$ cat src/pim_geom_pkg.sv
package pim_geom_pkg;

	// Vector length and element widths
	localparam int N_IN = 32;
	localparam int ACT_W = 8;
	localparam int WGT_W = 8;

	// Holds 32 x 255 x 255
	localparam int RES_W = 21;

	localparam int PIDX_W = $clog2(ACT_W);

	// Column count width before the converter clips it
	localparam int CNT_W = $clog2(N_IN + 1);

	// One bit per element
	typedef logic [N_IN-1:0] plane_t;

	typedef logic [N_IN-1:0][WGT_W-1:0] wgt_row_t;

	typedef logic [N_IN-1:0][ACT_W-1:0] act_vec_t;

	typedef logic [RES_W-1:0] result_t;

	// Activation bit-plane index
	typedef logic [PIDX_W-1:0] pidx_t;

endpackage

$ cat src/pim_weight_array.sv
`timescale 1ns/1ps

module pim_weight_array #(
	parameter int ROWS = 16,
	localparam int ROW_W = $clog2(ROWS)
) (
	input logic clk,
	input logic arst_n,
	input logic wr_en,
	input logic [ROW_W-1:0] wr_row,
	input pim_geom_pkg::wgt_row_t wr_data,
	input logic [ROW_W-1:0] rd_row,
	output pim_geom_pkg::plane_t [pim_geom_pkg::WGT_W-1:0] wgt_planes
);

	pim_geom_pkg::wgt_row_t mem [ROWS];
	pim_geom_pkg::wgt_row_t rd_data;

	always_ff @(posedge clk or negedge arst_n)
	begin
		if (!arst_n)
		begin
			for (int r = 0; r < ROWS; r++)
			begin
				mem[r] <= '0;
			end
		end
		else if (wr_en)
		begin
			mem[wr_row] <= wr_data;
		end
	end

	assign rd_data = mem[rd_row];

	// Transpose the addressed row, weight bit j of every element forms plane j
	always_comb
	begin
		for (int j = 0; j < pim_geom_pkg::WGT_W; j++)
		begin
			for (int n = 0; n < pim_geom_pkg::N_IN; n++)
			begin
				wgt_planes[j][n] = rd_data[n][j];
			end
		end
	end

endmodule

$ cat config.mk
export PLATFORM = sky130hd
export DESIGN_NAME = pim_weight_array
export DESIGN_NICKNAME = d
export VERILOG_FILES = /design/src/pim_geom_pkg.sv /design/src/pim_weight_array.sv
export SDC_FILE = /design/constraint.sdc
export NUM_CORES = 2
export LEC_CHECK = 0
export ABC_CLOCK_PERIOD_IN_PS = 7500
export BUFFER_PORTS_ARGS = -buffer_cell sky130_fd_sc_hd__buf_2
export CAP_MARGIN = 40
export CORE_MARGIN = 4
export CORE_UTILIZATION = 38
export DETAILED_ROUTE_END_ITERATION = 12
export SLEW_MARGIN = 15
export SYNTH_ARGS = -nofsm -noshare
export SYNTH_HDL_FRONTEND = slang
export SYNTH_SLANG_ARGS = --single-unit
$ cat constraint.sdc
create_clock -name clk -period 7.5 [get_ports clk]
set_input_delay 1.5 -clock clk [delete_from_list [all_inputs] [get_ports clk]]
set_output_delay 1.5 -clock clk [all_outputs]
set_load 0.05 [all_outputs]
==> metrics <==
status complete, no violations; I/O Buffers 522; CTS tree done; share of cells above drive strength 1 52.3%; Worst-Skew Late Latency 0.98 ns; pin count of the biggest net entering global routing 192; WP data required 6.00 ns; Core Region 0.476 mm²; Post-synth top cells dfrtp_1, mux2_2, mux4_2; Mapped Cells 11.4k; CP arrival 4.37 ns; Cell Rows 253; RSZ-0062 raised after global routing no; Crit path largest cell delay 0.65 ns; Area contributors post-synth dfrtp_1, mux2_2, mux4_2, a22oi_1, mux2_1; Yosys reg bits 4096; post-synth top area cell dfrtp_1; Max Fanout on Critical Path 37; DRT Pass-1 Iters 5; Hold WS 0.363 ns; Tcrit/Tclk final 78.2%; # resized after CTS 0; clock transition at the registers of the reported paths 0.06 ns; Main synth FF type dfrtp_1; CP delay by family, top buffers and inverters; Synth Area per Inst 16.0 µm²; worst setup path start rd_row[3]; Setup TNS 0 ns; DRT iter0 DRCs 7826; die area 0.490 mm²; HPWL Detailed 307000 µm; Yosys top cell area share 56.3%; Total GRT Usage 21.6%; gr ovfl total 0; register area share after synthesis 56.3%; TritonCTS Buffers 440; first-pass GRT wire length 795000 µm; count leader, synth dfrtp_1; wire per inst 29.1 µm; slew margin rel. 29.1%; count of final setup violators 0; deepest clock path buffer count 4; crit-path cells buf_6 > buf_4 > nand2b_1 > o22ai_1 > nor2_1 > buf_2; yosys warns 0; critical path type in2out; final wirelength 533000 µm; Area Growth Syn to Fin 13.6%; DRC Markers 0; post-synth net total 11.6k; CP Launch Type input pin; vias 104k; EDFF count, synth 0; Sink Count 4096; starting density of the core 38.2%; synth unique cells 22; Die H 700 µm; Power Total 64.2 mW; PwrDens 310 mW/mm²; CTS Root Cell clkbuf_16; fin. max-slew vios 0; initial antenna violation count 151; Final Hold Viols 0; asr flop ratio synth 100%; vias per cell 5.69; crit path buf inv count 3; post-layout min period 5.87 ns; fillers 41.9k; vias in the first global route 115k; Final Skew 0 ns; postcts setup bufs 0; Max Fclk 0.170 GHz; CP endpoint kind output port; launch point of the worst reg-to-reg path mem[3980]$_DFFE_PN0P_; GP Congestion 0.751; Leak 88.2 nW; VDD IR max 0.229 mV; max reg flops 4096; Max Cap Violations 0; Crit-path slowest cell nor2_1; H-tree depth 5; largest registers mem x4096; mapped cell area 0.182 mm²; Hold Crit Class in2async; worst slew pin tran 1.06 ns; Most flops, register mem; cts hold-fix bufs 0; # nets final 11.8k; final antenna-violating net count 0; Die Span X 700 µm; IO Count 523
==> through the flow <==
stage	setup slack [ns]	std cells	util, %	cell area, µm²
after floorplan	2.74	11356	-	182000
after global placement	1.46	17428	40.1	191000
after detailed placement	1.56	17445	40.2	191000
after CTS	1.59	18254	43.4	206000
after global routing	1.52	18272	43.4	207000
final	1.63	18312	43.4	207000
==> path summary, 6_finish.rpt <==
path                                          to  slack [ns]  depth (start not counted)
setup / recovery                  wgt_planes[53]        1.63                          6
hold / removal             mem[2189]$_DFFE_PN0P_        0.36                          1
setup reg to reg           mem[3980]$_DFFE_PN0P_        6.68                          1
hold reg to reg            mem[3635]$_DFFE_PN0P_        0.49                          1
max in group asynchronous   mem[540]$_DFFE_PN0P_        5.04                          3
min in group clk           mem[3635]$_DFFE_PN0P_        0.49                          1
==> where the power goes <==
| part | internal, mW | switching (mW) | leakage, nW |
|---|---|---|---|
| Combinational | 6.54 | 5.51 | 30.6 |
| Sequential | 27.2 | 2.54 | 50.2 |
| Clock | 13.1 | 9.30 | 7.36 |
| Total | 46.8 | 17.3 | 88.2 |
==> placed cells by master, fill, tap and decap left out, types with 2 or more instances in the layout <==
cell,n
dfrtp_1,4096
mux2_2,3804
mux4_2,896
buf_2,517
a22oi_1,480
clkbuf_16,443
mux2_1,292
mux2i_1,256
nand2_1,213
buf_4,139
buf_12,113
clkbuf_1,112
clkbuf_8,97
o22ai_1,96
clkinv_2,80
nand3_1,66
diode_2,54
nor2_1,48
bufinv_16,34
buf_16,14
clkinv_16,12
nor2_4,10
clkinvlp_4,10
inv_6,9
nor2b_4,7
inv_16,7
nor3_2,6
nand2b_1,5
and2_4,3
clkinv_8,3
nand2b_4,2
or3_4,2
clkinv_4,2
buf_8,2
==> cell type report <==
| class | instances | area (µm²) | area share, % |
|---|---|---|---|
| antenna | 54 | 135 | 0.0654 |
| timing repair buffer | 786 | 6320 | 3.06 |
| tap | 6375 | 7980 | 3.86 |
| sequential | 4096 | 102000 | 49.6 |
| clock buffer | 652 | 12800 | 6.21 |
| multi-input combinational | 6192 | 74800 | 36.2 |
| clock inverter | 157 | 2140 | 1.04 |
==> per-layer routing <==
layer | vias up | wire (µm) | global-route usage, %
met5 | - | 449 | 0
met4 | 70 | 13900 | 5.50
met3 | 850 | 29900 | 3.91
met2 | 2509 | 252000 | 34.8
met1 | 57973 | 236000 | 30.2
li1 | 42761 | - | -
==> cell families (layout without fill, tap and decap cells) <==
kind of cell | count (synthesis) | count (layout) | synth area share, %
multiplexers | 5248 | 5248 | 37.8
flip-flops | 4096 | 4096 | 56.3
buffers and inverters | 1068 | 1595 | 2.68
AO/OA/AOI/OAI | 576 | 576 | 2.31
AND/OR/NAND/NOR | 368 | 368 | 0.842
other | 0 | 54 | 0
Power figures use the tool's default switching activity.
