`src/pim_geom_pkg.sv`:
```
package pim_geom_pkg;

	// Vector length and element widths
	localparam int N_IN = 32;
	localparam int ACT_W = 8;
	localparam int WGT_W = 8;

	// Holds 32 x 255 x 255
	localparam int RES_W = 21;

	localparam int PIDX_W = $clog2(ACT_W);

	// Column count width before the converter clips it
	localparam int CNT_W = $clog2(N_IN + 1);

	// One bit per element
	typedef logic [N_IN-1:0] plane_t;

	typedef logic [N_IN-1:0][WGT_W-1:0] wgt_row_t;

	typedef logic [N_IN-1:0][ACT_W-1:0] act_vec_t;

	typedef logic [RES_W-1:0] result_t;

	// Activation bit-plane index
	typedef logic [PIDX_W-1:0] pidx_t;

endpackage

```
`src/pim_shift_accum.sv`:
```
`timescale 1ns/1ps

module pim_shift_accum #(
	parameter int ADC_BITS = 6
) (
	input logic clk,
	input logic arst_n,
	input logic col_valid,
	input logic col_first,
	input logic col_last,
	input pim_geom_pkg::pidx_t col_idx,
	input logic [pim_geom_pkg::WGT_W-1:0][ADC_BITS-1:0] col_counts,
	output logic done,
	output pim_geom_pkg::result_t result
);

	// Enough for a clipped count times 2^WGT_W - 1
	localparam int TERM_W = ADC_BITS + pim_geom_pkg::WGT_W;

	logic [TERM_W-1:0] col_sum;
	pim_geom_pkg::result_t plane_term;
	pim_geom_pkg::result_t acc;
	logic fin_q;

	// Counts weighted by their weight bit
	always_comb
	begin
		col_sum = '0;
		for (int j = 0; j < pim_geom_pkg::WGT_W; j++)
		begin
			col_sum = col_sum + (TERM_W'(col_counts[j]) << j);
		end
	end

	// Then by the activation bit
	assign plane_term = pim_geom_pkg::result_t'(col_sum) << col_idx;

	always_ff @(posedge clk)
	begin
		if (col_valid)
		begin
			acc <= (col_first ? '0 : acc) + plane_term;
		end
	end

	always_ff @(posedge clk or negedge arst_n)
	begin
		if (!arst_n)
		begin
			fin_q <= 1'b0;
			done <= 1'b0;
			result <= '0;
		end
		else
		begin
			fin_q <= col_valid && col_last;
			done <= fin_q;
			if (fin_q)
			begin
				result <= acc;
			end
		end
	end

endmodule

```
`config.mk`:
```
export PLATFORM = sky130hd
export DESIGN_NAME = pim_shift_accum
export DESIGN_NICKNAME = d
export VERILOG_FILES = /design/src/pim_geom_pkg.sv /design/src/pim_shift_accum.sv
export SDC_FILE = /design/constraint.sdc
export NUM_CORES = 1
export LEC_CHECK = 0
export BUFFER_PORTS_ARGS = -buffer_cell sky130_fd_sc_hd__buf_2
export CAP_MARGIN = 20
export CELL_PAD_IN_SITES_DETAIL_PLACEMENT = 1
export CELL_PAD_IN_SITES_GLOBAL_PLACEMENT = 1
export CORE_MARGIN = 2
export CORE_UTILIZATION = 45
export CTS_BUF_LIST = sky130_fd_sc_hd__clkbuf_8
export DETAILED_ROUTE_END_ITERATION = 8
export PLACE_DENSITY_LB_ADDON = 0.1
export SYNTH_ARGS = -nofsm -noshare
export SYNTH_HDL_FRONTEND = slang
export SYNTH_SLANG_ARGS = --single-unit
```
`constraint.sdc`:
```
create_clock -name clk -period 2.99 [get_ports clk]
set_clock_uncertainty 0.15 [all_clocks]
set_input_delay 0.1495 -clock clk [delete_from_list [all_inputs] [get_ports clk]]
set_output_delay 0.1495 -clock clk [all_outputs]
set_load 0.05 [all_outputs]
```
==> results.md <==
* DR WL/cell at 28.1 um
* Yosys top cell by area: edfxtp_1
* RSZ-0062 raised after global routing: yes
* Clock Tree Root: clkbuf_8
* DP Cell Count at 824
* CTS H-tree depth at 2
* Setup slack after layout at -2.55 ns
* DRT iter0 DRCs at 406
* Crit path DAT at 5.52 ns
* Final setup vio count at 17
* Failing checks: setup timing
* Sequential share of the synthesized area at 25.5%
* CP top delay family: adder cells
* HPWL Detailed at 11.8 mm
* Drt via density at 6.24
* Leakage power at 3.39 nW
* Worst R2R Path Depth at 10
* Dominant synthesized flop cell: dfrtp_1
* Crit share post-route at 185%
* EDFF count, synth at 21
* Starting Density at 46.0%
* Area grow syn2layout at 53.0%
* Reg clk slew, reported paths at 0.11 ns
* Ys async rst share at 52.3%
* I/O pin count at 78
* Yosys warnings at 0
* First-pass GRT wire length at 28.4 mm
* Total CTS buffers at 5
* Core ar. at 10,300 um^2
* Bufs and invs on worst path at 8
* Num Clock Sinks at 44
* Max Freq at 181 MHz
* Final Hold Viols at 0
* Largest net degree at the start of global routing at 24
* Syn nets at 648
* Minimum clock period at 5.54 ns
* Top-area cell type share of the netlist area at 13.4%
* Crit path required time at 2.97 ns
* Layout net count at 848
* Outcome: complete, but fails checks
* Launching point of the worst reg2reg path: acc[0]
* Crit end category: register
* Critical Path Start: col_counts[23]
* Post-synthesis cell type count at 62
* Crit Path Max Fanout at 6
* Post-Syn Area per Cell at 9.00 um^2
* Worst path depth at 25
* Worst ir drop on vdd at 848 uV
* Mapped Area at 4720 um^2
* Via count of the first global-routing pass at 5,589
* CP Class: primary input to register
* Worst slack at placement at -2.53 ns
* Placer Congestion at 0.944
* Worst hold path class: primary input to asynchronous set/reset pin
* Max-Cap Viols at 0
* Reg2reg setup slack at -0.04 ns
* Slowest stage cell, crit path: fa_1
* Fin cells at 864
* Fin util at 70.3%
* Crit-path most repeated cell: inv_1
* Setup TNS at -32.91 ns
* Most area-consuming cells after synthesis: edfxtp_1 (13%), dfrtp_1 (12%), fa_1 (11%)
* Via count at 5,392
* Initial DRT Pass Iterations at 5
* Die area at 11,300 um^2
* Worst setup SP type: primary input
* Overall die width at 106 um
* Slew margin rel. at 33.1%
* Share of layout cells above drive strength 1 at 50.8%
* Die Ht at 106 um
* Mapped Cells at 525
* Reg2reg end: acc[18]
* Number of synthesized register bits at 44
* Antenna Violating Nets Remaining at 0
* Tot GR Track Use at 32.1%
* Power Density at 1320 nW/um^2
* IO buf count at 77
* Clock Tree Buf Depth at 2
* Antenna violations before repair at 2
* GRT Residual Overflow at 0
* Rows at 37
* CTS tree: built
* Worst-Margin Slew at 1.00 ns
* # DRC at 0
* CP peak stage delay at 0.58 ns
* Clock Latency Late Sink at 0.32 ns
* Routed WL at 24.3 mm
* Slew Limit Fails at 0
-- cell usage in the layout, fill, tap and decap left out, types with 6 or more instances in the layout --
cell	synthesis	routed
nand2_1	25	17
mux2i_1	11	9
o21ai_0	21	9
o21ai_2	0	6
o21ai_1	4	7
mux2_2	23	21
nand3_1	13	10
dfrtp_1	23	23
nor2_1	35	25
inv_2	0	12
xnor2_1	13	9
fa_1	27	24
a21oi_2	1	10
inv_1	89	76
ha_4	0	14
nor2_2	1	8
a21oi_4	0	7
a21oi_1	29	13
buf_2	4	73
buf_4	0	120
nand2b_1	9	6
nor2b_1	23	21
buf_6	0	16
ha_1	40	25
edfxtp_1	21	21
-- worst register-to-register path: cells and delay by family (launching register included) --
family          cells  cell delay (ns)
fa+ha+maj           2             0.62
compound gates      5             1.14
flops               1             0.41
simple gates        2             0.39
buf+inv             1             0.07
-- how the worst max path moves through the flow --
stage | to | slack, ns
after floorplan | acc[17] | -2.04
after global placement | acc[19] | -2.47
after detailed placement | acc[17] | -2.53
after CTS | acc[17] | -2.09
after global routing | acc[18] | -2.70
final | acc[19] | -2.55
-- kinds of logic after synthesis --
family,count (synthesis),synth area share [%]
AO/OA/AOI/OAI,118,16.8
XOR/XNOR,18,3.34
adder cells (fa/ha/maj),67,22.0
buffers and inverters,108,8.69
flip-flops,44,25.5
multiplexers,37,9.32
AND/OR/NAND/NOR,133,14.3
-- where the power goes --
part / total [mW] / switching [mW] / internal [mW]
clock: 0.514 / 0.261 / 0.253
combinational: 7.90 / 4.35 / 3.55
sequential: 1.14 / 0.167 / 0.971
-- flip-flops by register name (all words and copies together) (netlist names) --
signal  flops
fin_q       1
result     21
done        1
acc        21
-- final cells by class --
cell class | instances | area [um^2]
Sequential cell | 44 | 1210
Fill cell | 1117 | 3050
Antenna cell | 2 | 5.00
Tap cell | 136 | 170
Multi-Input combinational cell | 373 | 3920
Clock inverter | 3 | 46.3
Timing Repair Buffer | 211 | 1470
Inverter | 90 | 345
Clock buffer | 5 | 68.8
-- cell usage after synthesis (all sizes together), types with 5 or more instances --
library cell,instances
inv,89
ha,40
nor2,36
a21oi,30
fa,27
nand2,25
o21ai,25
dfrtp,23
mux2,23
nor2b,23
edfxtp,21
nand3,13
xnor2,13
clkbuf,12
mux2i,11
a211oi,9
nand2b,9
a31oi,7
buf,6
nor3,6
a21o,5
and3,5
o211ai,5
o31ai,5
xor2,5
-- routing by layer --
metal,routed length (um),global-route usage [%],vias to the layer above
li1,-,-,2208
met5,0,0,-
met4,1900,12.9,0
met1,8520,34.7,2668
met2,12400,62.8,352
met3,1430,3.86,164
-- timing repair --
| item | in CTS | in global routing |
|---|---|---|
| pin swaps | 35 | 58 |
| hold endpoints to repair | 24 | 0 |
| resized for setup | 66 | 72 |
| buffers inserted | 13 | 18 |
| hold buffers | 2 | 0 |
| setup endpoints to repair | 17 | 18 |
-- through the flow --
stage | hold WS, ns | power [mW] | cell area (um^2)
floorplan | -0.296 | 4.49 | 4930
global placement | -0.00385 | 6.16 | 6170
detailed placement | 0.0189 | 6.41 | 6170
CTS | 0.207 | 7.71 | 6740
global route | 0.238 | 9.80 | 7220
finish | 0.220 | 9.55 | 7220
Note: power is estimated with default switching activity, not from simulation.
