[config.mk]
export PLATFORM = sky130hd
export DESIGN_NAME = pim_sequencer
export DESIGN_NICKNAME = d
export VERILOG_FILES = /design/src/pim_geom_pkg.sv /design/src/pim_cmd_pkg.sv /design/src/pim_sequencer.sv
export SDC_FILE = /design/constraint.sdc
export NUM_CORES = 1
export LEC_CHECK = 0
export BUFFER_PORTS_ARGS = -buffer_cell sky130_fd_sc_hd__buf_4
export CORE_UTILIZATION = 35
export DETAILED_ROUTE_END_ITERATION = 6
export GPL_ROUTABILITY_DRIVEN = 0
export PLACE_DENSITY_LB_ADDON = 0.05
export SYNTH_ARGS = -nofsm -noshare
export SYNTH_HDL_FRONTEND = slang
export SYNTH_SLANG_ARGS = --single-unit
[constraint.sdc]
create_clock -name clk -period 29.6 [get_ports clk]
set_input_delay 1.48 -clock clk [delete_from_list [all_inputs] [get_ports clk]]
set_output_delay 1.48 -clock clk [all_outputs]
set_load 0.01 [all_outputs]
[src/pim_geom_pkg.sv]
package pim_geom_pkg;

	// Vector length and element widths
	localparam int N_IN = 32;
	localparam int ACT_W = 8;
	localparam int WGT_W = 8;

	// Holds 32 x 255 x 255
	localparam int RES_W = 21;

	localparam int PIDX_W = $clog2(ACT_W);

	// Column count width before the converter clips it
	localparam int CNT_W = $clog2(N_IN + 1);

	// One bit per element
	typedef logic [N_IN-1:0] plane_t;

	typedef logic [N_IN-1:0][WGT_W-1:0] wgt_row_t;

	typedef logic [N_IN-1:0][ACT_W-1:0] act_vec_t;

	typedef logic [RES_W-1:0] result_t;

	// Activation bit-plane index
	typedef logic [PIDX_W-1:0] pidx_t;

endpackage

[src/pim_cmd_pkg.sv]
package pim_cmd_pkg;

	localparam int ROW_FIELD_W = 8;

	typedef enum logic
	{
		op_write = 1'b0,
		op_compute = 1'b1
	} pim_op_e;

	// Same 256 bits, read as a weight row or as an activation vector
	typedef union packed
	{
		pim_geom_pkg::wgt_row_t wgt;
		pim_geom_pkg::act_vec_t act;
	} pim_payload_u;

	// Only the low bits of row address the array
	typedef struct packed
	{
		pim_op_e op;
		logic [ROW_FIELD_W-1:0] row;
		pim_payload_u payload;
	} pim_req_t;

endpackage

[src/pim_sequencer.sv]
`timescale 1ns/1ps

module pim_sequencer #(
	parameter int ROWS = 16,
	localparam int ROW_W = $clog2(ROWS)
) (
	input logic clk,
	input logic arst_n,
	input logic req_valid,
	input pim_cmd_pkg::pim_req_t req,
	output logic wr_en,
	output logic [ROW_W-1:0] wr_row,
	output pim_geom_pkg::wgt_row_t wr_data,
	output logic [ROW_W-1:0] rd_row,
	output logic plane_valid,
	output logic plane_first,
	output logic plane_last,
	output pim_geom_pkg::plane_t plane,
	output pim_geom_pkg::pidx_t plane_idx,
	output logic busy
);

	// Planes go out on steps 0 to ACT_W-1, the pipeline drains by LAST_STEP
	localparam int LAST_STEP = pim_geom_pkg::ACT_W + 1;
	localparam int STEP_W = $clog2(LAST_STEP + 1);

	logic [STEP_W-1:0] step;
	pim_geom_pkg::act_vec_t act_q;
	logic take_write;
	logic take_compute;

	// Anything strobed while busy is dropped
	assign take_write = req_valid && !busy && (req.op == pim_cmd_pkg::op_write);
	assign take_compute = req_valid && !busy && (req.op == pim_cmd_pkg::op_compute);

	always_ff @(posedge clk or negedge arst_n)
	begin
		if (!arst_n)
		begin
			wr_en <= 1'b0;
			rd_row <= '0;
			busy <= 1'b0;
			step <= '0;
		end
		else
		begin
			wr_en <= take_write;
			if (take_compute)
			begin
				busy <= 1'b1;
				step <= '0;
				rd_row <= req.row[ROW_W-1:0];
			end
			else if (busy)
			begin
				if (step == STEP_W'(LAST_STEP))
				begin
					busy <= 1'b0;
				end
				else
				begin
					step <= step + 1'b1;
				end
			end
		end
	end

	always_ff @(posedge clk)
	begin
		if (take_write)
		begin
			wr_row <= req.row[ROW_W-1:0];
			wr_data <= req.payload.wgt;
		end
		if (take_compute)
		begin
			act_q <= req.payload.act;
		end
	end

	assign plane_valid = busy && (step < STEP_W'(pim_geom_pkg::ACT_W));
	assign plane_first = plane_valid && (step == '0);
	assign plane_last = plane_valid && (step == STEP_W'(pim_geom_pkg::ACT_W - 1));
	assign plane_idx = step[pim_geom_pkg::PIDX_W-1:0];

	// Bit k of every latched activation
	always_comb
	begin
		for (int n = 0; n < pim_geom_pkg::N_IN; n++)
		begin
			plane[n] = act_q[n][plane_idx];
		end
	end

endmodule

==> out/qor.txt, run 1 <==
outcome - finished clean
Total Routing Usage GR - 0.1704
actual slew at the worst max-slew pin - 1.022 ns
synthesized cell area - 0.01801 mm²
RSZ-0062 raised after global routing - no
Die Width - 228.8 µm
fin. max-slew vios - 0
Post-synth ARST share - 0.01901
largest net degree at the start of global routing - 172
Worst setup EP type - output port
DPL Wire Length - 32110 µm
Highest Clock Rate - 0.2091 GHz
Worst Setup SP - step[0]
num rows - 82
Gate power share - 0.209
reg2reg start - busy
port bufs - 567
Synth Register Bits - 526
reg2reg end - act_q[157]
Synth Area in Compound Gates - 0.002015
Int Pwr - 1567 µW
Final setup viols - 0
final hold vios - 0
Nets - 1556
Worst slew margin - 0.3187
CTS Hold Bufs - 0
Psw - 525.9 µW
drt first pass iters - 4
H-tree levels - 2
Clock Skew - 0.02127 ns
Hold Crit Class - flip-flop to flip-flop
post-synthesis xor/xnor area fraction - 0.0004864
DRC errors left - 0
Clock power frac - 0.336
Post-DRT Antenna Nets - 0
max-cap violations - 0
peak supply drop - 0.05771 mV
reg2reg setup slack - 25.82 ns
Reg power frac - 0.455
vias - 9074
post-cts gate resize count - 0
syn avg cell area - 26.64 µm²
WS Path Type - flip-flop to output port
Sink Count - 526
Die ar. - 0.05236 mm²
Clock Path Buffers - 3
Worst Setup Start Kind - flip-flop
Pwr Total - 2093 µW
worst skew pair latency - 0.59 ns
adder-cell share of the synthesized area - 0.002085
1st-iter DRT viols - 459
critical path capture point - plane[28]
die height - 228.8 µm
Initial Util - 0.3567
mean routed wirelength per cell - 22.72 µm
Sw Share - 0.2512
share of cells above drive strength 1 - 0.5727
cells on worst reg2reg path - 4
yosys warns - 0
Overflow after GRT - 0
largest cells by area after synthesis - edfxtp_1, mux4_2, mux2_4
CTS Buf Count - 54
largest family of logic cells by synthesized area - multiplexers
I/O pins - 572
simple logic cell fraction of the synthesized area - 0.004447
Pwr Density - 84.11 mW/mm²
EDFF count, synth - 516
Routed WL - 45430 µm
crit path max fanout - 40
core area - 0.05048 mm²
CTS Root Cell - clkbuf_16
setup TNS - 0 ns
final worst path period share - 0.1616
Post-synth top flop - edfxtp_1
postcts setup bufs - 0
leak pwr - 0.009207 µW
CTS tree - built
Yosys cell types - 27
top cell type's share of synthesized area - 0.8605
clock transition at the registers of the reported paths - 0.06 ns
first-pass GRT wire length - 64430 µm
crit path time final - 4.783 ns
critical path arrival - 3.30 ns
area delta synth->final - 38.21%
post-synthesis mux area share - 0.1067
worst path required time - 28.12 ns
Synth Instances - 676
Seq/Total Area, Yosys - 0.8744
initial antenna violation count - 6
Vias/cell - 4.537
vias in the first global route - 9749
syn nets - 947
Synth area leader - edfxtp_1
critical path, cell delays in order (launching register included):
cell and delay (ns):
dfrtp_4 0.88, buf_4 0.76, mux4_2 0.61, mux2_4 0.27, buf_4 0.15
logic make-up after synthesis:
kind of cell             count (synthesis)
flip-flops                             526
multiplexers                           100
buffers and inverters                   26
AND/OR/NAND/NOR                         14
AO/OA/AOI/OAI                            6
adder cells (fa/ha/maj)                  3
XOR/XNOR                                 1
routing by layer:
metal / wire (µm) / part of all wire / GRT usage / vias up
met5: 64 / 0.0014 / 0 / -
li1: - / - / - / 4054
met4: 780 / 0.017 / 0.04604 / 10
met3: 3650 / 0.080 / 0.05876 / 65
met2: 23450 / 0.52 / 0.2971 / 354
met1: 17490 / 0.38 / 0.1994 / 4591
per-stage QoR:
step / instances / hold WS (ns) / setup slack (ns) / instance area [µm²] / utilization
after floorplan: 676 / 0.5501 / 7.259 / 18010 / -
after global placement: 1901 / 0.4903 / 24.75 / 23040 / 0.4564
after detailed placement: 1901 / 0.4982 / 24.69 / 23040 / 0.4564
after CTS: 1999 / 0.5120 / 24.61 / 24880 / 0.4930
after global routing: 1999 / 0.5280 / 24.52 / 24880 / 0.4930
final: 2000 / 0.5098 / 24.82 / 24890 / 0.4930
layout by cell type (no fill, tap or decap), types with 3 or more instances in the layout:
cell,instances
mux4_2,64
mux2_2,16
clkbuf_16,55
inv_1,3
clkbuf_1,6
mux2_4,20
dfrtp_1,7
clkinv_1,12
edfxtp_1,516
clkbuf_8,5
ha_1,3
clkinv_2,8
nand2_1,4
buf_4,574
bufinv_16,9
cell usage after synthesis, types with 2 or more instances:
cell type / instances
edfxtp_1: 516
dfrtp_1: 10
buf_12: 3
mux2_2: 16
mux2_4: 20
buf_4: 3
o21ai_0: 2
ha_1: 3
buf_2: 9
mux4_2: 64
nand2_1: 4
a21oi_1: 2
buf_1: 3
clkbuf_1: 3
nand3b_1: 2
inv_1: 4
nor2_1: 2
power groups by stage:
| stage | registers, µW | clock network (µW) | logic, µW |
|---|---|---|---|
| 4_1_cts | 956 | 725 | 450 |
| 6_report | 953 | 703 | 437 |
| 3_3_place_gp | 970 | 0 | 450 |
| 2_1_floorplan | 987 | 0 | 253 |
| 3_5_place_dp | 972 | 0 | 450 |
| 5_1_grt | 963 | 747 | 467 |
how the worst min path moves through the flow:
stage,startpoint,cells past startpoint,endpoint
floorplan,rd_row[0],1,rd_row[0]
CTS,rd_row[1],1,rd_row[1]
finish,rd_row[1],1,rd_row[1]
detailed placement,rd_row[1],1,rd_row[1]
global route,rd_row[0],1,rd_row[0]
global placement,rd_row[1],1,rd_row[1]
sequential cells by signal, summed over array words and instances (netlist names):
signal,count
wr_row,4
wr_en,1
wr_data,256
busy,1
step,4
rd_row,4
act_q,256
area by class of cell:
cell class | count | area, µm²
antenna | 1 | 2.502
fill | 4254 | 25590
clock buffer | 66 | 1468
tap | 672 | 840.8
clock inverter | 32 | 380.4
inverter | 4 | 22.52
timing repair buffer | 575 | 4329
sequential | 526 | 15750
multi-input combinational | 124 | 2090
No activity file was read; power rests on OpenSTA's default activity.
==> run 2: changes to the inputs <==
Settings changed: ABC_AREA set to 1.
Clock period 29.6 ns to 4.4 ns, I/O delays scaled along.
==> run 2 against run 1 <==
Combinational power rose to 9.0 times the previous value. Global-route usage up 3.4 points. Die area up 2.4%. Critical path type unchanged. Critical endpoint is now plane[10]. Largest cell class unchanged.
==> out/qor.txt, run 2 <==
H-tree levels - 2 (unchanged)
clock transition at the registers of the reported paths - 0.06 ns (about the same)
slowest stage delay, CP - 0.64 ns (-0.24 ns)
I/O pins - 572 (unchanged)
vias - 12453 (+37%)
Initial Util - 0.3568 (about the same)
fin. max-slew vios - 0 (unchanged)
CTS Root Cell - clkbuf_16
most frequent cells in the layout - buf_4, edfxtp_1, nand2_1
crit-path cells - inv_2, buf_4, o21ai_0, o21ai_1, nand2_1, nand2_1, buf_4
core area - 0.05172 mm² (+2.5%)
Post-synth ARST share - 0.01901 (unchanged)
num rows - 83 (+1.2%)
Die ar. - 0.05364 mm² (+2.4%)
Overflow after GRT - 0 (unchanged)
synthesized cell area - 0.01845 mm² (+2.5%)
mean routed wirelength per cell - 20.54 µm (-9.6%)
die height - 231.6 µm (+1.2%)
DPL Wire Length - 37550 µm (+17%)
area delta synth->final - 51.62%
drt first pass iters - 5 (+1)
Pwr Density - 531.2 mW/mm² (+530%)
Worst slew margin - 0.2966 (-0.02216)
first-pass GRT wire length - 80410 µm (+25%)
crit path max fanout - 34 (-15%)
worst path required time - 4.18 ns (-23.94 ns)
Vias/cell - 4.532 (-0.12%)
vias in the first global route - 12371 (+27%)
postcts setup bufs - 0 (unchanged)
Clock power frac - 0.314 (-0.022)
share of cells above drive strength 1 - 0.3275 (-0.2452)
Hold Path Origin - req_valid
syn avg cell area - 15.77 µm² (-41%)
port bufs - 567 (unchanged)
reg2reg start - step[1]
initial antenna violation count - 2 (-4)
Routed WL - 56450 µm (+24%)
Hold Crit Class - primary input to flip-flop
CTS tree - built
Final setup viols - 0 (unchanged)
DRC errors left - 0 (unchanged)
Seq/Total Area, Yosys - 0.8534 (-0.02105)
worst skew pair latency - 0.59 ns (about the same)
Synth Instances - 1170 (+73%)
Int Pwr - 10210 µW (+550%)
Highest Clock Rate - 0.2895 GHz
Commonest cells post-synth - edfxtp_1, nand2_1, o21ai_0
1st-iter DRT viols - 849 (+85%)
Reg power frac - 0.421 (-0.034)
RSZ-0062 raised after global routing - no
Post-DRT Antenna Nets - 0 (unchanged)
largest net degree at the start of global routing - 129 (-25%)
Yosys cell types - 18 (-33%)
Gate power share - 0.265 (+0.056)
reg2reg setup slack - 1.82 ns (-24.00 ns)
Clock Path Buffers - 3 (unchanged)
Clock Skew - 0.01257 ns (-0.008692 ns)
largest cells by area after synthesis - edfxtp_1, nand2_1, o21ai_0
yosys warns - 0 (unchanged)
most common cell after layout, fill and taps aside - buf_4
Psw - 4653 µW (+780%)
CTS Buf Count - 56 (+3.7%)
Synth area leader - edfxtp_1
Regs by FF count - act_q x256, wr_data x256
WS Path Type - flip-flop to output port
post-cts gate resize count - 0 (unchanged)
syn nets - 1441 (+52%)
Worst setup EP type - output port
Post-synth top flop - edfxtp_1
peak supply drop - 0.4011 mV (+600%)
Total Routing Usage GR - 0.2049 (+0.03447)
count leader, synth - edfxtp_1
crit path time final - 3.454 ns
Synth Register Bits - 526 (unchanged)
Final WS setup - 0.9456 ns (-23.87 ns)
hold_ws - 0.07514 ns (-0.4347 ns)
top cell type's share of synthesized area - 0.8398 (-0.02072)
actual slew at the worst max-slew pin - 1.049 ns (+0.02675 ns)
Sw Share - 0.3131 (+0.06187)
outcome - finished clean
CTS Hold Bufs - 263 (+263)
EDFF count, synth - 516 (unchanged)
Die Width - 231.6 µm (+1.2%)
leak pwr - 0.01103 µW (+20%)
pre-CTS setup slack - 1.511 ns (-23.17 ns)
post-layout util - 0.5409 (+0.04790)
Worst Setup SP - step[1]
max-cap violations - 0 (unchanged)
setup TNS - 0 ns (unchanged)
critical path arrival - 3.23 ns (-0.07 ns)
Worst Setup Start Kind - flip-flop
Nets - 2292 (+47%)
CP max stage cell - dfrtp_4
final hold vios - 0 (unchanged)
Sink Count - 526 (unchanged)
final worst path period share - 0.7851
==> run 2: logic make-up after synthesis <==
kind of cell / share of synthesized area
buf+inv: 0.01682
simple gates: 0.09223
flops: 0.8534
compound gates: 0.03553
fa+ha+maj: 0.002035
==> run 2: metal layers <==
metal / wire length, µm / global-route usage / vias to the layer above
met3: 3498 / 0.04072 / 49
met4: 818 / 0.05016 / 0
met5: 0 / 0 / -
li1: - / - / 5887
met1: 24330 / 0.2800 / 6074
met2: 27810 / 0.3355 / 443
==> run 2: cell type report <==
type	instances	area, µm²
Fill cell	4362	23740
Sequential cell	526	15750
Timing Repair Buffer	845	7089
Multi-Input combinational cell	584	2417
Clock buffer	72	1533
Tap cell	680	850.8
Clock inverter	32	289.0
Inverter	8	38.79
Antenna cell	1	2.502
==> run 2: worst paths after layout <==
kind                       depth (start not counted)         to
hold / removal                                     4    step[2]
setup / recovery                                   7  plane[10]
setup reg to reg                                   8    step[0]
max in group asynchronous                          4    step[1]
min in group asynchronous                          3  rd_row[2]
hold reg to reg                                    2  rd_row[2]
==> run 2: power by group through the flow <==
| stage | clock, µW | combinational (µW) | sequential [µW] |
|---|---|---|---|
| after floorplan | 0 | 1890 | 6380 |
| after global placement | 0 | 3800 | 6360 |
| after detailed placement | 0 | 3810 | 6370 |
| after CTS | 4790 | 4010 | 6270 |
| after global routing | 4980 | 4320 | 6300 |
| final | 4670 | 3930 | 6260 |
==> run 2: stage by stage <==
step,cell area (µm²),cells,total power (µW)
after floorplan,18480,1170,8271
after global placement,23520,2380,10160
after detailed placement,23520,2380,10180
after CTS,27970,2747,15070
after global routing,27970,2748,15600
final,27970,2748,14860
==> run 2: critical path, delay by kind of cell (launching register included) <==
kind / cells / cell delay (ns)
and+or+nand+nor: 2 / 0.24
DFF: 1 / 0.64
AOI/OAI and AO/OA: 2 / 0.50
buffers and inverters: 3 / 1.21
==> run 3: changes to the inputs <==
Settings changed: ABC_AREA 1 to 0.
Clock period 4.4 ns to 3.3 ns, I/O delays scaled along.
==> run 3 against run 2 <==
First-iteration DRC count shrank 35%. Critical path depth shrank 3. Non-clock buffer count grew 9. Sequential share of layout area up 0.66 points. Largest cell class unchanged.
==> out/qor.txt, run 3 (same netlist as run 1, synthesis figures left out) <==
fin. max-slew vios - 0 (unchanged)
crit path time final - 2.743 ns
leak pwr - 0.01034 µW (-6.2%)
Worst slew margin - 0.2875 (-0.009061)
final hold vios - 0 (unchanged)
reg2reg start - busy
RSZ-0062 raised after global routing - no
multi-input gate area in the final layout - 0.002096 mm² (-13%)
setup TNS - 0 ns (unchanged)
vias in the first global route - 11075 (-10%)
max-cap violations - 0 (unchanged)
Final setup viols - 0 (unchanged)
CTS Root Cell - clkbuf_16
mean routed wirelength per cell - 21.46 µm (+4.4%)
first-pass GRT wire length - 70050 µm (-13%)
Hold Crit Class - primary input to flip-flop
slowest stage delay, CP - 0.71 ns (+0.07 ns)
WS Path Type - flip-flop to output port
Sw Share - 0.2576 (-0.05552)
largest net degree at the start of global routing - 70 (-46%)
postcts setup bufs - 0 (unchanged)
clock transition at the registers of the reported paths - 0.06 ns (about the same)
Sink Count - 526 (unchanged)
Inst Count DP - 1917 (-19%)
area delta synth->final - 53.57%
Regs by FF count - act_q x256, wr_data x256
Int Pwr - 13910 µW (+36%)
drt first pass iters - 4 (-1)
port bufs - 567 (unchanged)
CTS Buf Count - 54 (-3.6%)
cells on worst reg2reg path - 2 (-6)
Overflow after GRT - 0 (unchanged)
Die Width - 228.8 µm (-1.2%)
crit-path cells - buf_12, mux4_2, mux2_4, buf_4
Initial Util - 0.3567 (about the same)
Total Routing Usage GR - 0.1830 (-0.02181)
DRC errors left - 0 (unchanged)
num rows - 82 (-1.2%)
worst path required time - 3.13 ns (-1.05 ns)
H-tree levels - 2 (unchanged)
Nets - 1835 (-20%)
Worst setup EP type - output port
initial antenna violation count - 0 (-2)
CP max stage cell - dfrtp_4
Psw - 4827 µW (+3.7%)
Highest Clock Rate - 0.3645 GHz
Worst Setup Start Kind - flip-flop
reg2reg end - wr_data[91]
peak supply drop - 0.4413 mV (+10%)
Finished Layout Cells - 2279 (-17%)
reg2reg setup slack - 1.07 ns (-0.75 ns)
die height - 228.8 µm (-1.2%)
most frequent cells in the layout - buf_4, edfxtp_1, dlygate4sd3_1
Post-DRT Antenna Nets - 0 (unchanged)
most common cell after layout, fill and taps aside - buf_4
outcome - finished clean
Die ar. - 0.05236 mm² (-2.4%)
critical path arrival - 2.58 ns (-0.65 ns)
DPL Wire Length - 33550 µm (-11%)
filler instances - 4002 (-8.3%)
Hold Path Origin - req_valid
CTS tree - built
vias - 10266 (-18%)
Reg power frac - 0.451 (+0.030)
register area - 0.01576 mm² (about the same)
crit path max fanout - 23 (-32%)
actual slew at the worst max-slew pin - 1.068 ns (+0.01893 ns)
Worst Hold Path EP - wr_data[68]
Routed WL - 48900 µm (-13%)
hold path cells - 2 (-2)
Clock power frac - 0.311 (-0.003)
Vias/cell - 4.505 (-0.60%)
Clock Skew - 0.009803 ns (-0.002772 ns)
Gate power share - 0.238 (-0.027)
core area - 0.05048 mm² (-2.4%)
Clock Path Buffers - 3 (unchanged)
share of cells above drive strength 1 - 0.4782 (+0.1507)
final worst path period share - 0.8313
1st-iter DRT viols - 551 (-35%)
I/O pins - 572 (unchanged)
Pwr Density - 677.7 mW/mm² (+28%)
worst skew pair latency - 0.59 ns (about the same)
post-layout util - 0.5478 (+0.006878)
Pwr Total - 18740 µW (+26%)
run 3: changes by cell type in the layout (fill, tap and decap cells not counted), sizes merged, moves of 9 or more:
cell,before,now
nand2,374,4
o21ai,130,2
nor2,68,2
mux2,0,36
mux4,0,64
buf,582,591
run 3: power groups by stage:
stage	registers [µW]	clock network (µW)	logic, µW
5_1_grt	8540	6220	4750
2_1_floorplan	8660	0	2280
3_5_place_dp	8610	0	4320
6_report	8450	5820	4470
4_1_cts	8480	6000	4590
3_3_place_gp	8600	0	4320
run 3: how the worst max path moves through the flow:
stage / endpoint / start / cells after the start / slack, ns
2_1_floorplan: wr_en / busy / 1 / -4.29
3_3_place_gp: wr_data[92] / busy / 2 / 1.05
3_5_place_dp: wr_data[94] / busy / 2 / 1.03
4_1_cts: plane[26] / step[0] / 4 / 0.43
5_1_grt: plane[10] / step[0] / 4 / 0.37
6_report: plane[0] / step[0] / 4 / 0.56
run 3: cell type report:
type	instances	area share
timing repair buffer	854	0.2624
inverter	4	0.0006787
clock inverter	34	0.008281
sequential	526	0.5698
clock buffer	64	0.05253
antenna	1	0.00009050
tap	672	0.03041
multi-input combinational	124	0.07579
run 3: worst max-delay path: cells and delay by family, from the launching register on:
kind	cells	cell delay [ns]
mux	2	0.82
flops	1	0.71
buf+inv	2	0.42
run 3: repair_timing:
action / in CTS / in global routing
hold endpoints to repair: 532 / 0
hold buffers: 263 / 0
resized for setup: 0 / 0
run 3: per-stage QoR:
stage / setup slack, ns / instance area [µm²] / hold slack (ns)
after floorplan: -4.294 / 18020 / -0.1306
after global placement: 1.048 / 23330 / 0.01357
after detailed placement: 1.031 / 23330 / 0.008211
after CTS: 0.4306 / 27650 / 0.1065
after global routing: 0.3717 / 27650 / 0.1144
final: 0.5568 / 27650 / 0.1428
run 3: layer usage:
layer | up-vias | track usage | routed length, µm
met2 | 445 | 0.3162 | 24960
met3 | 73 | 0.05726 | 3913
met4 | 0 | 0.05417 | 1116
li1 | 4625 | - | -
met5 | - | 0 | 0
met1 | 5123 | 0.2190 | 18910
