<file path="src/pim_geom_pkg.sv">
package pim_geom_pkg;

	// Vector length and element widths
	localparam int N_IN = 32;
	localparam int ACT_W = 8;
	localparam int WGT_W = 8;

	// Holds 32 x 255 x 255
	localparam int RES_W = 21;

	localparam int PIDX_W = $clog2(ACT_W);

	// Column count width before the converter clips it
	localparam int CNT_W = $clog2(N_IN + 1);

	// One bit per element
	typedef logic [N_IN-1:0] plane_t;

	typedef logic [N_IN-1:0][WGT_W-1:0] wgt_row_t;

	typedef logic [N_IN-1:0][ACT_W-1:0] act_vec_t;

	typedef logic [RES_W-1:0] result_t;

	// Activation bit-plane index
	typedef logic [PIDX_W-1:0] pidx_t;

endpackage

</file>
<file path="src/pim_bitplane_mac.sv">
`timescale 1ns/1ps

module pim_bitplane_mac #(
	parameter int ADC_BITS = 6
) (
	input logic clk,
	input logic arst_n,
	input logic plane_valid,
	input logic plane_first,
	input logic plane_last,
	input pim_geom_pkg::plane_t plane,
	input pim_geom_pkg::pidx_t plane_idx,
	input pim_geom_pkg::plane_t [pim_geom_pkg::WGT_W-1:0] wgt_planes,
	output logic col_valid,
	output logic col_first,
	output logic col_last,
	output pim_geom_pkg::pidx_t col_idx,
	output logic [pim_geom_pkg::WGT_W-1:0][ADC_BITS-1:0] col_counts
);

	// Full scale of the column converter
	localparam int ADC_MAX = (1 << ADC_BITS) - 1;

	logic [pim_geom_pkg::WGT_W-1:0][pim_geom_pkg::CNT_W-1:0] raw_cnt;
	logic [pim_geom_pkg::WGT_W-1:0][ADC_BITS-1:0] clip_cnt;

	function automatic logic [pim_geom_pkg::CNT_W-1:0] ones(input pim_geom_pkg::plane_t bits);
		logic [pim_geom_pkg::CNT_W-1:0] n;
		n = '0;
		for (int i = 0; i < pim_geom_pkg::N_IN; i++)
		begin
			n = n + pim_geom_pkg::CNT_W'(bits[i]);
		end
		return n;
	endfunction

	// One column per weight bit, AND then count
	always_comb
	begin
		for (int j = 0; j < pim_geom_pkg::WGT_W; j++)
		begin
			raw_cnt[j] = ones(plane & wgt_planes[j]);
			if (int'(raw_cnt[j]) > ADC_MAX)
			begin
				clip_cnt[j] = ADC_BITS'(ADC_MAX);
			end
			else
			begin
				clip_cnt[j] = ADC_BITS'(raw_cnt[j]);
			end
		end
	end

	always_ff @(posedge clk or negedge arst_n)
	begin
		if (!arst_n)
		begin
			col_valid <= 1'b0;
			col_first <= 1'b0;
			col_last <= 1'b0;
			col_idx <= '0;
		end
		else
		begin
			col_valid <= plane_valid;
			col_first <= plane_valid && plane_first;
			col_last <= plane_valid && plane_last;
			col_idx <= plane_idx;
		end
	end

	always_ff @(posedge clk)
	begin
		if (plane_valid)
		begin
			col_counts <= clip_cnt;
		end
	end

endmodule

</file>
<file path="config.mk">
export PLATFORM = sky130hd
export DESIGN_NAME = pim_bitplane_mac
export DESIGN_NICKNAME = d
export VERILOG_FILES = /design/src/pim_geom_pkg.sv /design/src/pim_bitplane_mac.sv
export SDC_FILE = /design/constraint.sdc
export NUM_CORES = 1
export LEC_CHECK = 0
export ABC_AREA = 1
export BUFFER_PORTS_ARGS = -buffer_cell sky130_fd_sc_hd__buf_2
export CAP_MARGIN = 20
export CORE_ASPECT_RATIO = 0.9
export CORE_MARGIN = 5
export CORE_UTILIZATION = 40
export DETAILED_ROUTE_END_ITERATION = 6
export GPL_ROUTABILITY_DRIVEN = 0
export PLACE_DENSITY = 0.65
export SYNTH_ARGS = -nofsm -noshare
export SYNTH_HDL_FRONTEND = slang
export SYNTH_SLANG_ARGS = --single-unit
export TNS_END_PERCENT = 30
</file>
<file path="constraint.sdc">
create_clock -name clk -period 0.8 [get_ports clk]
set_clock_uncertainty 0.05 [all_clocks]
set_input_delay 0.04 -clock clk [delete_from_list [all_inputs] [get_ports clk]]
set_output_delay 0.04 -clock clk [all_outputs]
set_load 0.05 [all_outputs]
</file>
==> results.md, run 1 <==
Run status:
- The flow ran to the end, but the final reports show violations.
- The checks that failed: setup timing.

Final layout:
- In the final design database the tool counted 1987 nets.
- The filler-free cell count of the finished design is 1748.
- The fraction of layout cells with a size suffix above 1 is 0.413.
- The finished cells cover 13200 um^2.
- The synthesis-to-finish area growth is 44.9%.

STA:
- The fmax is 231 MHz.
- The worst-case headroom to the max-slew limit is 0.751.
- For the pin with the worst max-slew slack, the measured transition is 0.373 ns.
- Setup repair after global routing could not meet its margin everywhere.
- Of the available clock period, the critical path in the final layout requires 5.40.
- Setup violations remaining at the end of the flow were counted as 102.
- The total count of hold-check failures in the final report was 0.
- The final count of pins violating max slew came to 0.
- The final critical delay including setup and external delays is 4.32 ns.
- The setup TNS after final layout is -162.45 ns.
- The worst setup margin is -3.52 ns.

Yosys:
- The sequential share of the synthesized area is 0.175.
- The total standard cell area after synthesis is 9110 um^2.
- The most numerous cell in the Yosys netlist is nand2_1.
- The share of synthesized flip-flops with an asynchronous set or reset is 0.111.
- The number of register bits inferred by synthesis is 54.
- By area the synthesized netlist is led by fa_1 42%, edfxtp_1 16%, nand2_1 14%.
- A synthesized cell averages 8.66 um^2.
- The share of synthesized area in the top cell type comes to 0.422.
- The dominant cell type by area after synthesis is fa_1.
- The total number of yosys warnings is 0.
- The commonest cells after synthesis are 351 x nand2_1, 299 x inv_1, 192 x fa_1.
- The most used flip-flop cell after synthesis is edfxtp_1.
- The number of synthesized flops with an enable pin is 48.
- The number of nets produced by synthesis is 1595.
- After synthesis, the netlist uses 18 different library cells.
- The count of mapped cells out of synthesis is 1051.

Place:
- Before CTS, the worst setup slack after placement is -3.93 ns.
- The number of buffers added on ports is 349.
- The total cell area at the placement stage is 11700 um^2.
- The detailed placement HPWL is 28100 um.
- Including well taps, the total number of placed cells is 1716.

Power:
- Of the total power, the clock network draws 0.048.
- The internal power is 28.1 mW.
- Of the total power, registers draw 0.120.
- The switching share of total power is 0.482.
- VDD sags by at most 2350 uV.
- The design draws 54.3 mW.
- The switching component of the power is 26.2 mW.
- The leakage power is 7.41 nW.
- The combinational power share is 0.832.
- The power density of the placed cells is 4120 nW/um^2.

Clock network:
- The clock tree synthesis step divided the H-tree into 2 levels.
- The clock transition at the registers of the reported paths is 0.08 ns.
- The number of clock sinks seen by CTS is 54.
- The cell at the root of the clock tree is clkbuf_16.
- Counting the buffers created by CTS gives 5.
- TritonCTS built the clock tree.
- The deepest clock path buffer count is 2.

Worst setup path:
- Traced cell by cell, the critical path runs through buf_12, buf_4, nand2_4, inv_2, fa_1, inv_1, fa_1, fa_2, fa_1, fa_2, fa_1, inv_2, ha_4, fa_2, nand2_1, nand2_1, nand3b_1, nand2_1.
- The worst setup path is launched from an input pin.
- The cell depth of the worst setup path is 18.
- The most critical setup path has its startpoint at plane[0].
- The signal arrival time at the worst endpoint is 4.34 ns.
- The number of buffers and inverters on the critical path is 5.
- The family with the most delay on the worst path is adder cells.
- On the critical path, the stage with the largest delay is an instance of fa_1.
- By startpoint and endpoint, the worst setup path is classified as input pin to flip-flop.
- The required time of the worst setup path is 0.82 ns.
- The biggest cell delay along the critical path is 0.57 ns.
- The critical path ends at col_counts[10].
- Of all nets on the critical path, the largest fanout is 8.
- The kind of end point of the critical path is a flip-flop.
- Among the stages of the critical path, the cell type that occurs most often is fa_1.

Drt:
- The number of nets with antenna violations after detailed routing is 0.
- The post-detailed-routing wire length is 32300 um.
- The post-detailed-route DRC marker count is 0.
- After detailed routing, the number of vias per cell comes to 4.65.
- The number of design-rule violations left by the first detailed-router iteration is 412.
- The first TritonRoute pass finished after 5 iterations.
- Dividing the detail-routed wire length by the instance count gives 18.5 um.
- The routed via count is 8135.

GRT:
- The initial antenna violation count came to 14.
- The maximum number of pins on one net before global-route repair is 33.
- The via count of the first global-routing pass is 8929.
- Across every metal layer, demand over resource in global routing totals 0.248.
- The first global-routing pass estimated 48400 um of wire.
- The total grt overflow is 0.

Run:
- The count of max-cap constraint violations is 0.

Floorplanning:
- For this configuration, the core starts out at a cell density of 0.406.
- The die extent in y is 153 um.
- The die covers 25900 um^2.
- The number of standard-cell rows in the floorplan is 52.
- The core region is 22400 um^2.
- In this run the horizontal extent of the chip is 169 um.
- The top-level port count is 350.

Hold path:
- The worst hold path belongs to the class input pin to asynchronous set/reset pin.
[kinds of logic after synthesis]
group,count (synthesis),share of synthesized area
adders and majority gates,248,0.499
DFF,54,0.175
buffers and inverters,331,0.138
and+or+nand+nor,407,0.179
AOI/OAI and AO/OA,3,0.00165
xor gates and xnor gates,8,0.00769
[cells in the final DEF (no fill, tap or decap), drive strengths merged]
cell type / instances
a21oi: 3
buf: 411
bufinv: 1
clkbuf: 6
clkinvlp: 1
dfrtp: 6
diode: 7
dlygate4sd3: 6
edfxtp: 48
fa: 192
ha: 56
inv: 299
nand2: 353
nand3: 25
nand3b: 8
nand4: 4
nor2: 9
or2: 8
xnor2: 3
xor2: 5
[worst min-delay path by stage]
stage,from,end,depth (start not counted)
floorplan,arst_n,col_first,0
global placement,arst_n,col_idx[2],1
detailed placement,arst_n,col_idx[2],1
CTS,arst_n,col_idx[2],2
global route,arst_n,col_idx[0],2
finish,arst_n,col_idx[2],2
[state kept, by name, indices dropped and copies added, names as in the netlist]
| name | flops |
|---|---|
| col_counts | 48 |
| col_idx | 3 |
| col_first | 1 |
| col_last | 1 |
| col_valid | 1 |
[area by class of cell]
| type | instances | area [um^2] |
|---|---|---|
| fillers | 2007 | 9250 |
| inverters | 299 | 1120 |
| clock buffers | 6 | 129 |
| flip-flops and latches | 54 | 1590 |
| well taps | 297 | 372 |
| clock inverters | 2 | 37.5 |
| diodes | 7 | 17.5 |
| multi-input cells | 666 | 6910 |
| repair buffers | 417 | 3020 |
[power by group through the flow]
stage          registers, mW  logic (mW)  clock network (mW)
3_5_place_dp            6.27        35.4                   0
2_1_floorplan           10.3        21.5                   0
4_1_cts                 6.50        41.3                2.65
5_1_grt                 6.60        50.6                2.77
6_report                6.50        45.2                2.61
3_3_place_gp            6.26        34.2                   0
[through the flow]
stage	hold WS [ns]	utilization
6_report	0.0518	0.588
3_5_place_dp	-0.150	0.521
3_3_place_gp	-0.155	0.521
2_1_floorplan	-0.306	-
4_1_cts	0.0550	0.573
5_1_grt	0.0658	0.588
[metal layers]
metal,wire (um),GRT usage
met1,12800,0.328
met2,15600,0.415
met3,2950,0.0519
met4,767,0.0724
met5,81,0
[repair_timing]
action / 4_1_cts / 5_1_grt
pin swaps: 83 / 71
hold buffers: 6 / 0
setup endpoints to repair: 102 / 102
resized for setup: 259 / 94
buffers inserted: 8 / 7
hold endpoints to repair: 11 / 0
Power figures use the tool's default switching activity.
==> run 2, diff against run 1 <==
Settings changed: CORE_UTILIZATION 40 to 45, MAX_ROUTING_LAYER set to met4, PLACE_DENSITY 0.65 to 0.72.
==> run 2 against run 1 <==
Effect of this change:
- the flow still finishes with violations (setup timing)
- clock power is 2% higher
- wire length is 1.1% higher
- via count is 2.6% higher
- global-route usage is 4.0 points higher
- combinational power hardly changed
- largest cell class unchanged
- cell area is 0.37% lower
- critical path type unchanged
- total power is 0.73% higher
- highest routed layer is now met4
- worst setup slack worse by 0.076 ns
- hold slack worse by 0.013 ns
- critical endpoint is now col_counts[46]
- die area is 10% lower
==> results.md, run 2 (synthesis results as in run 1) <==
Drt:
- The post-detailed-routing wire length is 32600 um.
- The first detailed-routing pass ran for 6 iterations.
- The number of vias per cell after detailed routing is 4.87.
- The post-detailed-route DRC marker count is 0.
- For this block, the initial DRC count from the detailed router was 475.
- The number of nets with antenna violations after detailed routing is 0.
- The mean routed wirelength per cell is 19.0 um.
- The routed via count is 8346.

Power:
- The overall power consumption is 54.7 mW.
- In this run the static leakage power is 7.44 nW.
- Dividing total power by cell area gives a power density of 4160 nW/um^2.
- The worst-case IR drop observed on VDD is 2260 uV.

Floorplanning:
- The number of standard-cell rows in the floorplan is 49.
- The floorplan step set the die width to 160 um.
- The total core area is 19900 um^2.
- The area of the die is 23200 um^2.
- Pin placement for this block handled 350 I/O pins.
- The initial core utilization is 0.457.
- The floorplan step set the die height to 145 um.

Worst setup path:
- The required time of the worst setup path is 0.82 ns.
- The worst setup path is captured at a flip-flop.
- The critical path is of the input pin to flip-flop type.
- The family with the most delay on the worst path is adder cells.
- The signal arrival time at the worst endpoint is 4.42 ns.
- The slowest cell on the critical path is fa_2.
- The nature of the critical path startpoint is an input pin.
- The combined buffer and inverter count along the critical path is 7.
- Walking the worst path, the cells encountered are buf_12, buf_4, nand2_4, inv_2, fa_1, inv_2, fa_2, fa_2, fa_1, fa_2, fa_2, inv_2, ha_4, inv_2, fa_2, inv_2, nand2_1, nand2_1, nand2_1, nand2_1, nand2_1.
- Of all nets on the critical path, the largest fanout is 2.
- For this run, the slowest stage of the critical path takes 0.57 ns.

STA:
- The number of setup violations in the final report is 102.
- Setup repair after global routing could not meet its margin everywhere.
- The worst-case headroom to the max-slew limit is 0.768.
- The final count of pins violating max slew is 0.
- The setup TNS after final layout is -167.41 ns.
- The fmax is 227 MHz.
- Hold timing on the final database bottoms out at a slack of 0.0386 ns.
- The slew at the pin closest to its max-slew limit is 0.347 ns.
- The share of the clock period used by the worst path is 5.50.
- The total count of hold-check failures in the final report is 0.
- The worst setup margin is -3.60 ns.
- For the finished layout, the period the worst path requires is 4.40 ns.

Place:
- The number of buffers added on ports is 349.
- The count of placed standard cells including taps is 1681.
- The wire-length estimate of the detail-placed layout is 27800 um.
- In this run the cell area measured after placement is 11700 um^2.
- OpenSTA, run right after detailed placement, puts the worst setup slack at -3.92 ns.

Final layout:
- At the end of the flow, the number of nets in the layout was 1998.
- The post-layout utilization of the core is 0.660.
- The filler-free cell count of the finished design is 1713.
- The largest registers in the layout are col_counts: 48 flops, col_idx: 3 flops.
- The area growth from synthesis to layout is 44.4%.
- The number of filler instances in the final layout is 1581.
- The final design instance area without fill is 13100 um^2.
- The most common cell after layout, fill and taps aside is nand2_1.
- Of the cells placed in the final design, the portion with a size suffix greater than 1 is 0.413.
- The number of flip-flops under the largest register name is 48.
- The library cells used most frequently in the layout, excluding fill and tap cells, are 310 x nand2_1, 280 x buf_2, 250 x inv_1, 147 x fa_1, 77 x buf_6.
- The register with the most flip-flops is col_counts.

GRT:
- The global-route total usage across every layer is 0.288.
- The wire length of the first global-routing pass is 50000 um.
- The total grt overflow is 0.
- The via count of the first global-routing pass is 9157.
- The initial antenna violation count came to 3.
- Entering global routing, the biggest net connects 27 pins.

Clock network:
- In this run, CTS created clock tree buffers numbering 5.
- After clock tree synthesis, the clock-pin slew on the worst setup and hold paths is 0.08 ns.
- The clock tree synthesis step divided the H-tree into 2 levels.
- The cell sitting at the root of the clock tree is a clkbuf_16.
- TritonCTS built the clock tree.
- The deepest clock path buffer count is 2.
- The number of clock sinks seen by CTS is 54.

Run status:
- The flow ran to the end, but the final reports show violations.
- The final reports fail on setup timing.

Hold path:
- The min-delay analysis places its worst path in the category input pin to asynchronous set/reset pin.

Run:
- The tool flagged a number of max-cap violations equal to 0.
[run 2: layer usage]
layer | vias up | part of all wire | global-route usage
met5 | - | 0 | -
met4 | 0 | 0.032 | 0.0826
met3 | 64 | 0.092 | 0.0576
met2 | 504 | 0.47 | 0.465
met1 | 3983 | 0.40 | 0.374
li1 | 3795 | - | -
[run 2: how the worst max path moves through the flow]
stage	startpoint	cells past startpoint	slack [ns]	endpoint
2_1_floorplan	plane[11]	20	-3.60	col_counts[34]
3_3_place_gp	plane[17]	18	-3.84	col_counts[34]
3_5_place_dp	plane[11]	20	-3.92	col_counts[46]
4_1_cts	plane[3]	20	-3.53	col_counts[46]
5_1_grt	plane[3]	18	-3.73	col_counts[40]
6_report	plane[3]	21	-3.60	col_counts[46]
[run 2: power by group]
part / total, mW / leakage (nW) / internal (mW) / switching, mW
combinational: 45.5 / 6.82 / 20.7 / 24.7
sequential: 6.58 / 0.537 / 5.97 / 0.611
clock: 2.67 / 0.0771 / 1.49 / 1.19
[run 2: layout make-up]
| cell class | count | area [um^2] | area share |
|---|---|---|---|
| antenna | 3 | 7.51 | 0.000571 |
| clock buffer | 6 | 129 | 0.00980 |
| clock inverter | 2 | 37.5 | 0.00285 |
| inverter | 299 | 1120 | 0.0856 |
| multi-input combinational | 666 | 6850 | 0.521 |
| sequential | 54 | 1590 | 0.121 |
| tap | 255 | 319 | 0.0243 |
| timing repair buffer | 428 | 3090 | 0.235 |
[run 2: repair_timing]
item	in CTS	in global routing
setup buffers	10	7
hold endpoints to repair	11	0
pin swaps	85	75
gates resized for setup	257	66
setup endpoints to repair	102	102
hold buffers	6	0
==> run 3, diff against run 2 <==
Settings changed: ABC_AREA 1 to unset, PLACE_DENSITY 0.72 to 0.73.
==> run 3 against run 2 <==
Effect of this change:
- the run still ends with setup timing left
- critical path depth down 6
- sequential power up 1%
- non-clock buffer count down 10
- sequential share of layout area up 0.35 points
- critical path type unchanged
- largest cell class unchanged
- global-route usage down 0.84 points
- sequential cell count unchanged
- clock-buffer cell count unchanged
==> results.md, run 3 <==
Run status:
- The run finished, with violations left.
- The final reports fail on setup timing.

STA:
- After routing, the total negative slack on setup checks comes to -164.46 ns.
- The worst setup margin is -3.57 ns.
- In the finished design, the share of the clock period the worst path needs comes to 5.46.
- The total count of hold-check failures in the final report is 0.
- Setup repair after global routing could not meet its margin everywhere.
- Static timing analysis puts the maximum clock frequency at 229 MHz.
- Setup violations remaining at the end of the flow were counted as 102.
- The slew at the pin closest to its max-slew limit is 0.313 ns.
- The final count of pins violating max slew was 0.
- In this run the tightest slew margin relative to its limit is 0.791.
- The final critical delay including setup and external delays is 4.37 ns.

Worst setup path:
- The classification of the worst setup path is input pin to flip-flop.
- For the worst setup path, the data arrival time is 4.38 ns.
- The critical path's most frequent cell is fa_1.
- In this design, the stage delay of the slowest critical-path cell is 0.57 ns.
- At the worst endpoint, the required time is 0.81 ns.
- The worst setup path is captured at a flip-flop.
- The beginning of the critical path is plane[1].
- STA classifies the critical path startpoint as an input pin.
- The signal on the critical path passes through buf_12, and2_4, fa_1, inv_2, fa_2, fa_2, fa_1, fa_1, fa_1, inv_2, ha_4, fa_2, a21o_1, a21oi_2, xnor2_1.
- The maximum fanout encountered on the critical timing path is 8.
- The slowest cell on the critical path is fa_2.

Floorplanning:
- The die extent in y is 142 um.
- The top-level port count is 350.
- The number of standard-cell rows in the floorplan is 48.
- The die is 156 um wide.
- For this configuration, the core starts out at a cell density of 0.455.
- The die covers 22200 um^2.
- The core region is 19100 um^2.

Yosys:
- The netlist uses 19 different library cells.
- The number of register bits inferred by synthesis is 54.
- The most numerous cell in the Yosys netlist is inv_1.
- Yosys attributes the largest share of cell area to fa_1 44%, edfxtp_1 17%, inv_1 8.5%.
- Counting flops with a built-in enable in the synthesized netlist gives 48.
- In the synthesized netlist the dominant register cell turns out to be edfxtp_1.
- The number of nets in the synthesized netlist is 1407.
- The total number of yosys warnings is 0.
- The sequential share of the synthesized area is 0.183.
- The mean instance size in the synthesized netlist is 10.1 um^2.
- The commonest cells after synthesis are 196 x inv_1, 193 x nand2_1, 192 x fa_1.
- The share of synthesized area in the top cell type comes to 0.442.
- The share of synthesized flip-flops with an asynchronous set or reset is 0.111.
- Synthesis produced 863 cells.
- The dominant cell type by area after synthesis is fa_1.
- The total standard cell area after synthesis is 8690 um^2.

Place:
- The number of buffers added on ports is 349.
- The detailed placement HPWL is 25700 um.

Clock network:
- The number of clock sinks seen by CTS is 54.
- The cell at the root of the clock tree is clkbuf_16.
- The number of buffers created by CTS is 5.
- The H-tree level count is 2.
- The clock transition at the registers of the reported paths is 0.08 ns.
- The deepest clock path buffer count is 2.
- The CTS tree is built.

Drt:
- The number of design-rule violations left by the first detailed-router iteration is 306.
- The first TritonRoute pass finished after 5 iterations.
- The mean routed wirelength per cell is 19.9 um.
- After detailed routing, the number of remaining DRC violations is 0.
- Dividing the detail-routed via count by the number of cells gives 4.85.
- Detailed routing inserted a total of 7371 vias.
- The number of nets with antenna violations after detailed routing is 0.
- For this block, the routed nets add up to 30300 um of wire.

Final layout:
- The register with the most flip-flops is col_counts.
- After filler insertion, the fill cell instance count of the layout stands at 1472.
- In the layout the commonest cells are 272 x buf_2, 168 x nand2_1, 153 x fa_1, 151 x inv_1, 78 x buf_6.
- The largest registers in the layout are col_counts: 48 flops, col_idx: 3 flops.
- The synthesis-to-finish area growth is 47.1%.
- For this run, the post-layout net count is 1811.
- The library cell used most frequently in the layout, excluding fill and tap cells, is buf_2.
- In the final layout, the share of cells above drive strength 1 is 0.471.
- The number of flip-flops under the largest register name is 48.

Power:
- The overall power consumption is 53.1 mW.
- In this run the static leakage power is 6.68 nW.
- For this design the ratio of total power to cell area is 4150 nW/um^2.
- The peak supply drop is 2500 uV.

Run:
- Max-cap violations in this run came to 0.

GRT:
- The via count of the first global-routing pass was 8238.
- The initial antenna violation count is 1.
- The maximum number of pins on one net before global-route repair is 38.
- In the global route stage, overall resource usage came out at 0.280.
- The wire length of the first global-routing pass is 44900 um.
- The total grt overflow is 0.

Hold path:
- The class of the most critical hold timing path is input pin to asynchronous set/reset pin.
## run 3: cell types whose count changed after synthesis, moves of 5 or more
cell      change
xnor2_1       +8
o21a_1        +5
a21boi_0      +5
a21oi_2       +8
nand2_1     -158
inv_1       -103
xor2_1        +8
nand3b_1      -8
and2_1       +76
a21oi_1       +5
buf_2        -11
a21o_1        +8
or2_1         -6
nand3_1      -20
## run 3: cell type report
type / instances / area (um^2) / share of cell area
repair buffers: 418 / 3090 / 0.241
inverters: 196 / 736 / 0.0576
multi-input cells: 592 / 6880 / 0.539
clock inverters: 2 / 17.5 / 0.00137
diodes: 1 / 2.50 / 0.000196
flip-flops and latches: 54 / 1590 / 0.125
clock buffers: 6 / 150 / 0.0118
well taps: 250 / 313 / 0.0245
## run 3: power by group
group / internal [mW] / switching [mW]
clock network: 1.37 / 1.14
logic: 20.9 / 23.0
registers: 6.06 / 0.612
total: 28.3 / 24.8
## run 3: cell families (layout without fill, tap and decap cells)
family | after synthesis | in the layout | synth area share
and+or+nand+nor | 283 | 283 | 0.146
xor gates and xnor gates | 24 | 24 | 0.0242
adders and majority gates | 248 | 248 | 0.523
DFF | 54 | 54 | 0.183
other | 0 | 1 | 0
buffers and inverters | 217 | 622 | 0.0938
AOI/OAI and AO/OA | 37 | 37 | 0.0300
## run 3: final timing paths
| path | to | slack (ns) | depth (start not counted) |
|---|---|---|---|
| worst min-delay path | col_first | 0.06 | 2 |
| min in group clk | col_valid | 0.08 | 2 |
| max in group asynchronous | col_valid | 0.50 | 2 |
| worst max-delay path | col_counts[28] | -3.57 | 15 |
## run 3: layer usage
metal	wire [um]	share of wire	GRT usage	up-vias
li1	-	-	-	3338
met1	12500	0.41	0.372	3622
met2	14700	0.48	0.449	355
met3	2230	0.074	0.0461	56
met4	915	0.030	0.0804	0
met5	0	0	-	-
## run 3: per-stage QoR
| step | hold slack [ns] | setup WS [ns] | area (um^2) | cells | util |
|---|---|---|---|---|---|
| 4_1_cts | 0.0289 | -3.58 | 12500 | 1518 | 0.657 |
| 3_5_place_dp | -0.184 | -4.04 | 11400 | 1499 | 0.599 |
| 5_1_grt | 0.0586 | -3.67 | 12800 | 1519 | 0.669 |
| 6_report | 0.0585 | -3.57 | 12800 | 1519 | 0.669 |
| 3_3_place_gp | -0.185 | -3.94 | 11400 | 1499 | 0.599 |
| 2_1_floorplan | -0.306 | -3.64 | 8910 | 863 | - |
## run 3: critical path: cells and delay by family
| kind | cells | cell delay [ns] |
|---|---|---|
| compound gates | 2 | 0.29 |
| xor+xnor | 1 | 0.08 |
| fa+ha+maj | 8 | 3.61 |
| buf+inv | 3 | 0.20 |
| simple gates | 1 | 0.14 |
## run 3: repair_timing
action,4_1_cts,5_1_grt
hold endpoints to repair,11,0
hold buffers,6,0
pin swaps,93,61
buffers inserted,7,5
resized for setup,253,85
setup endpoints to repair,102,102
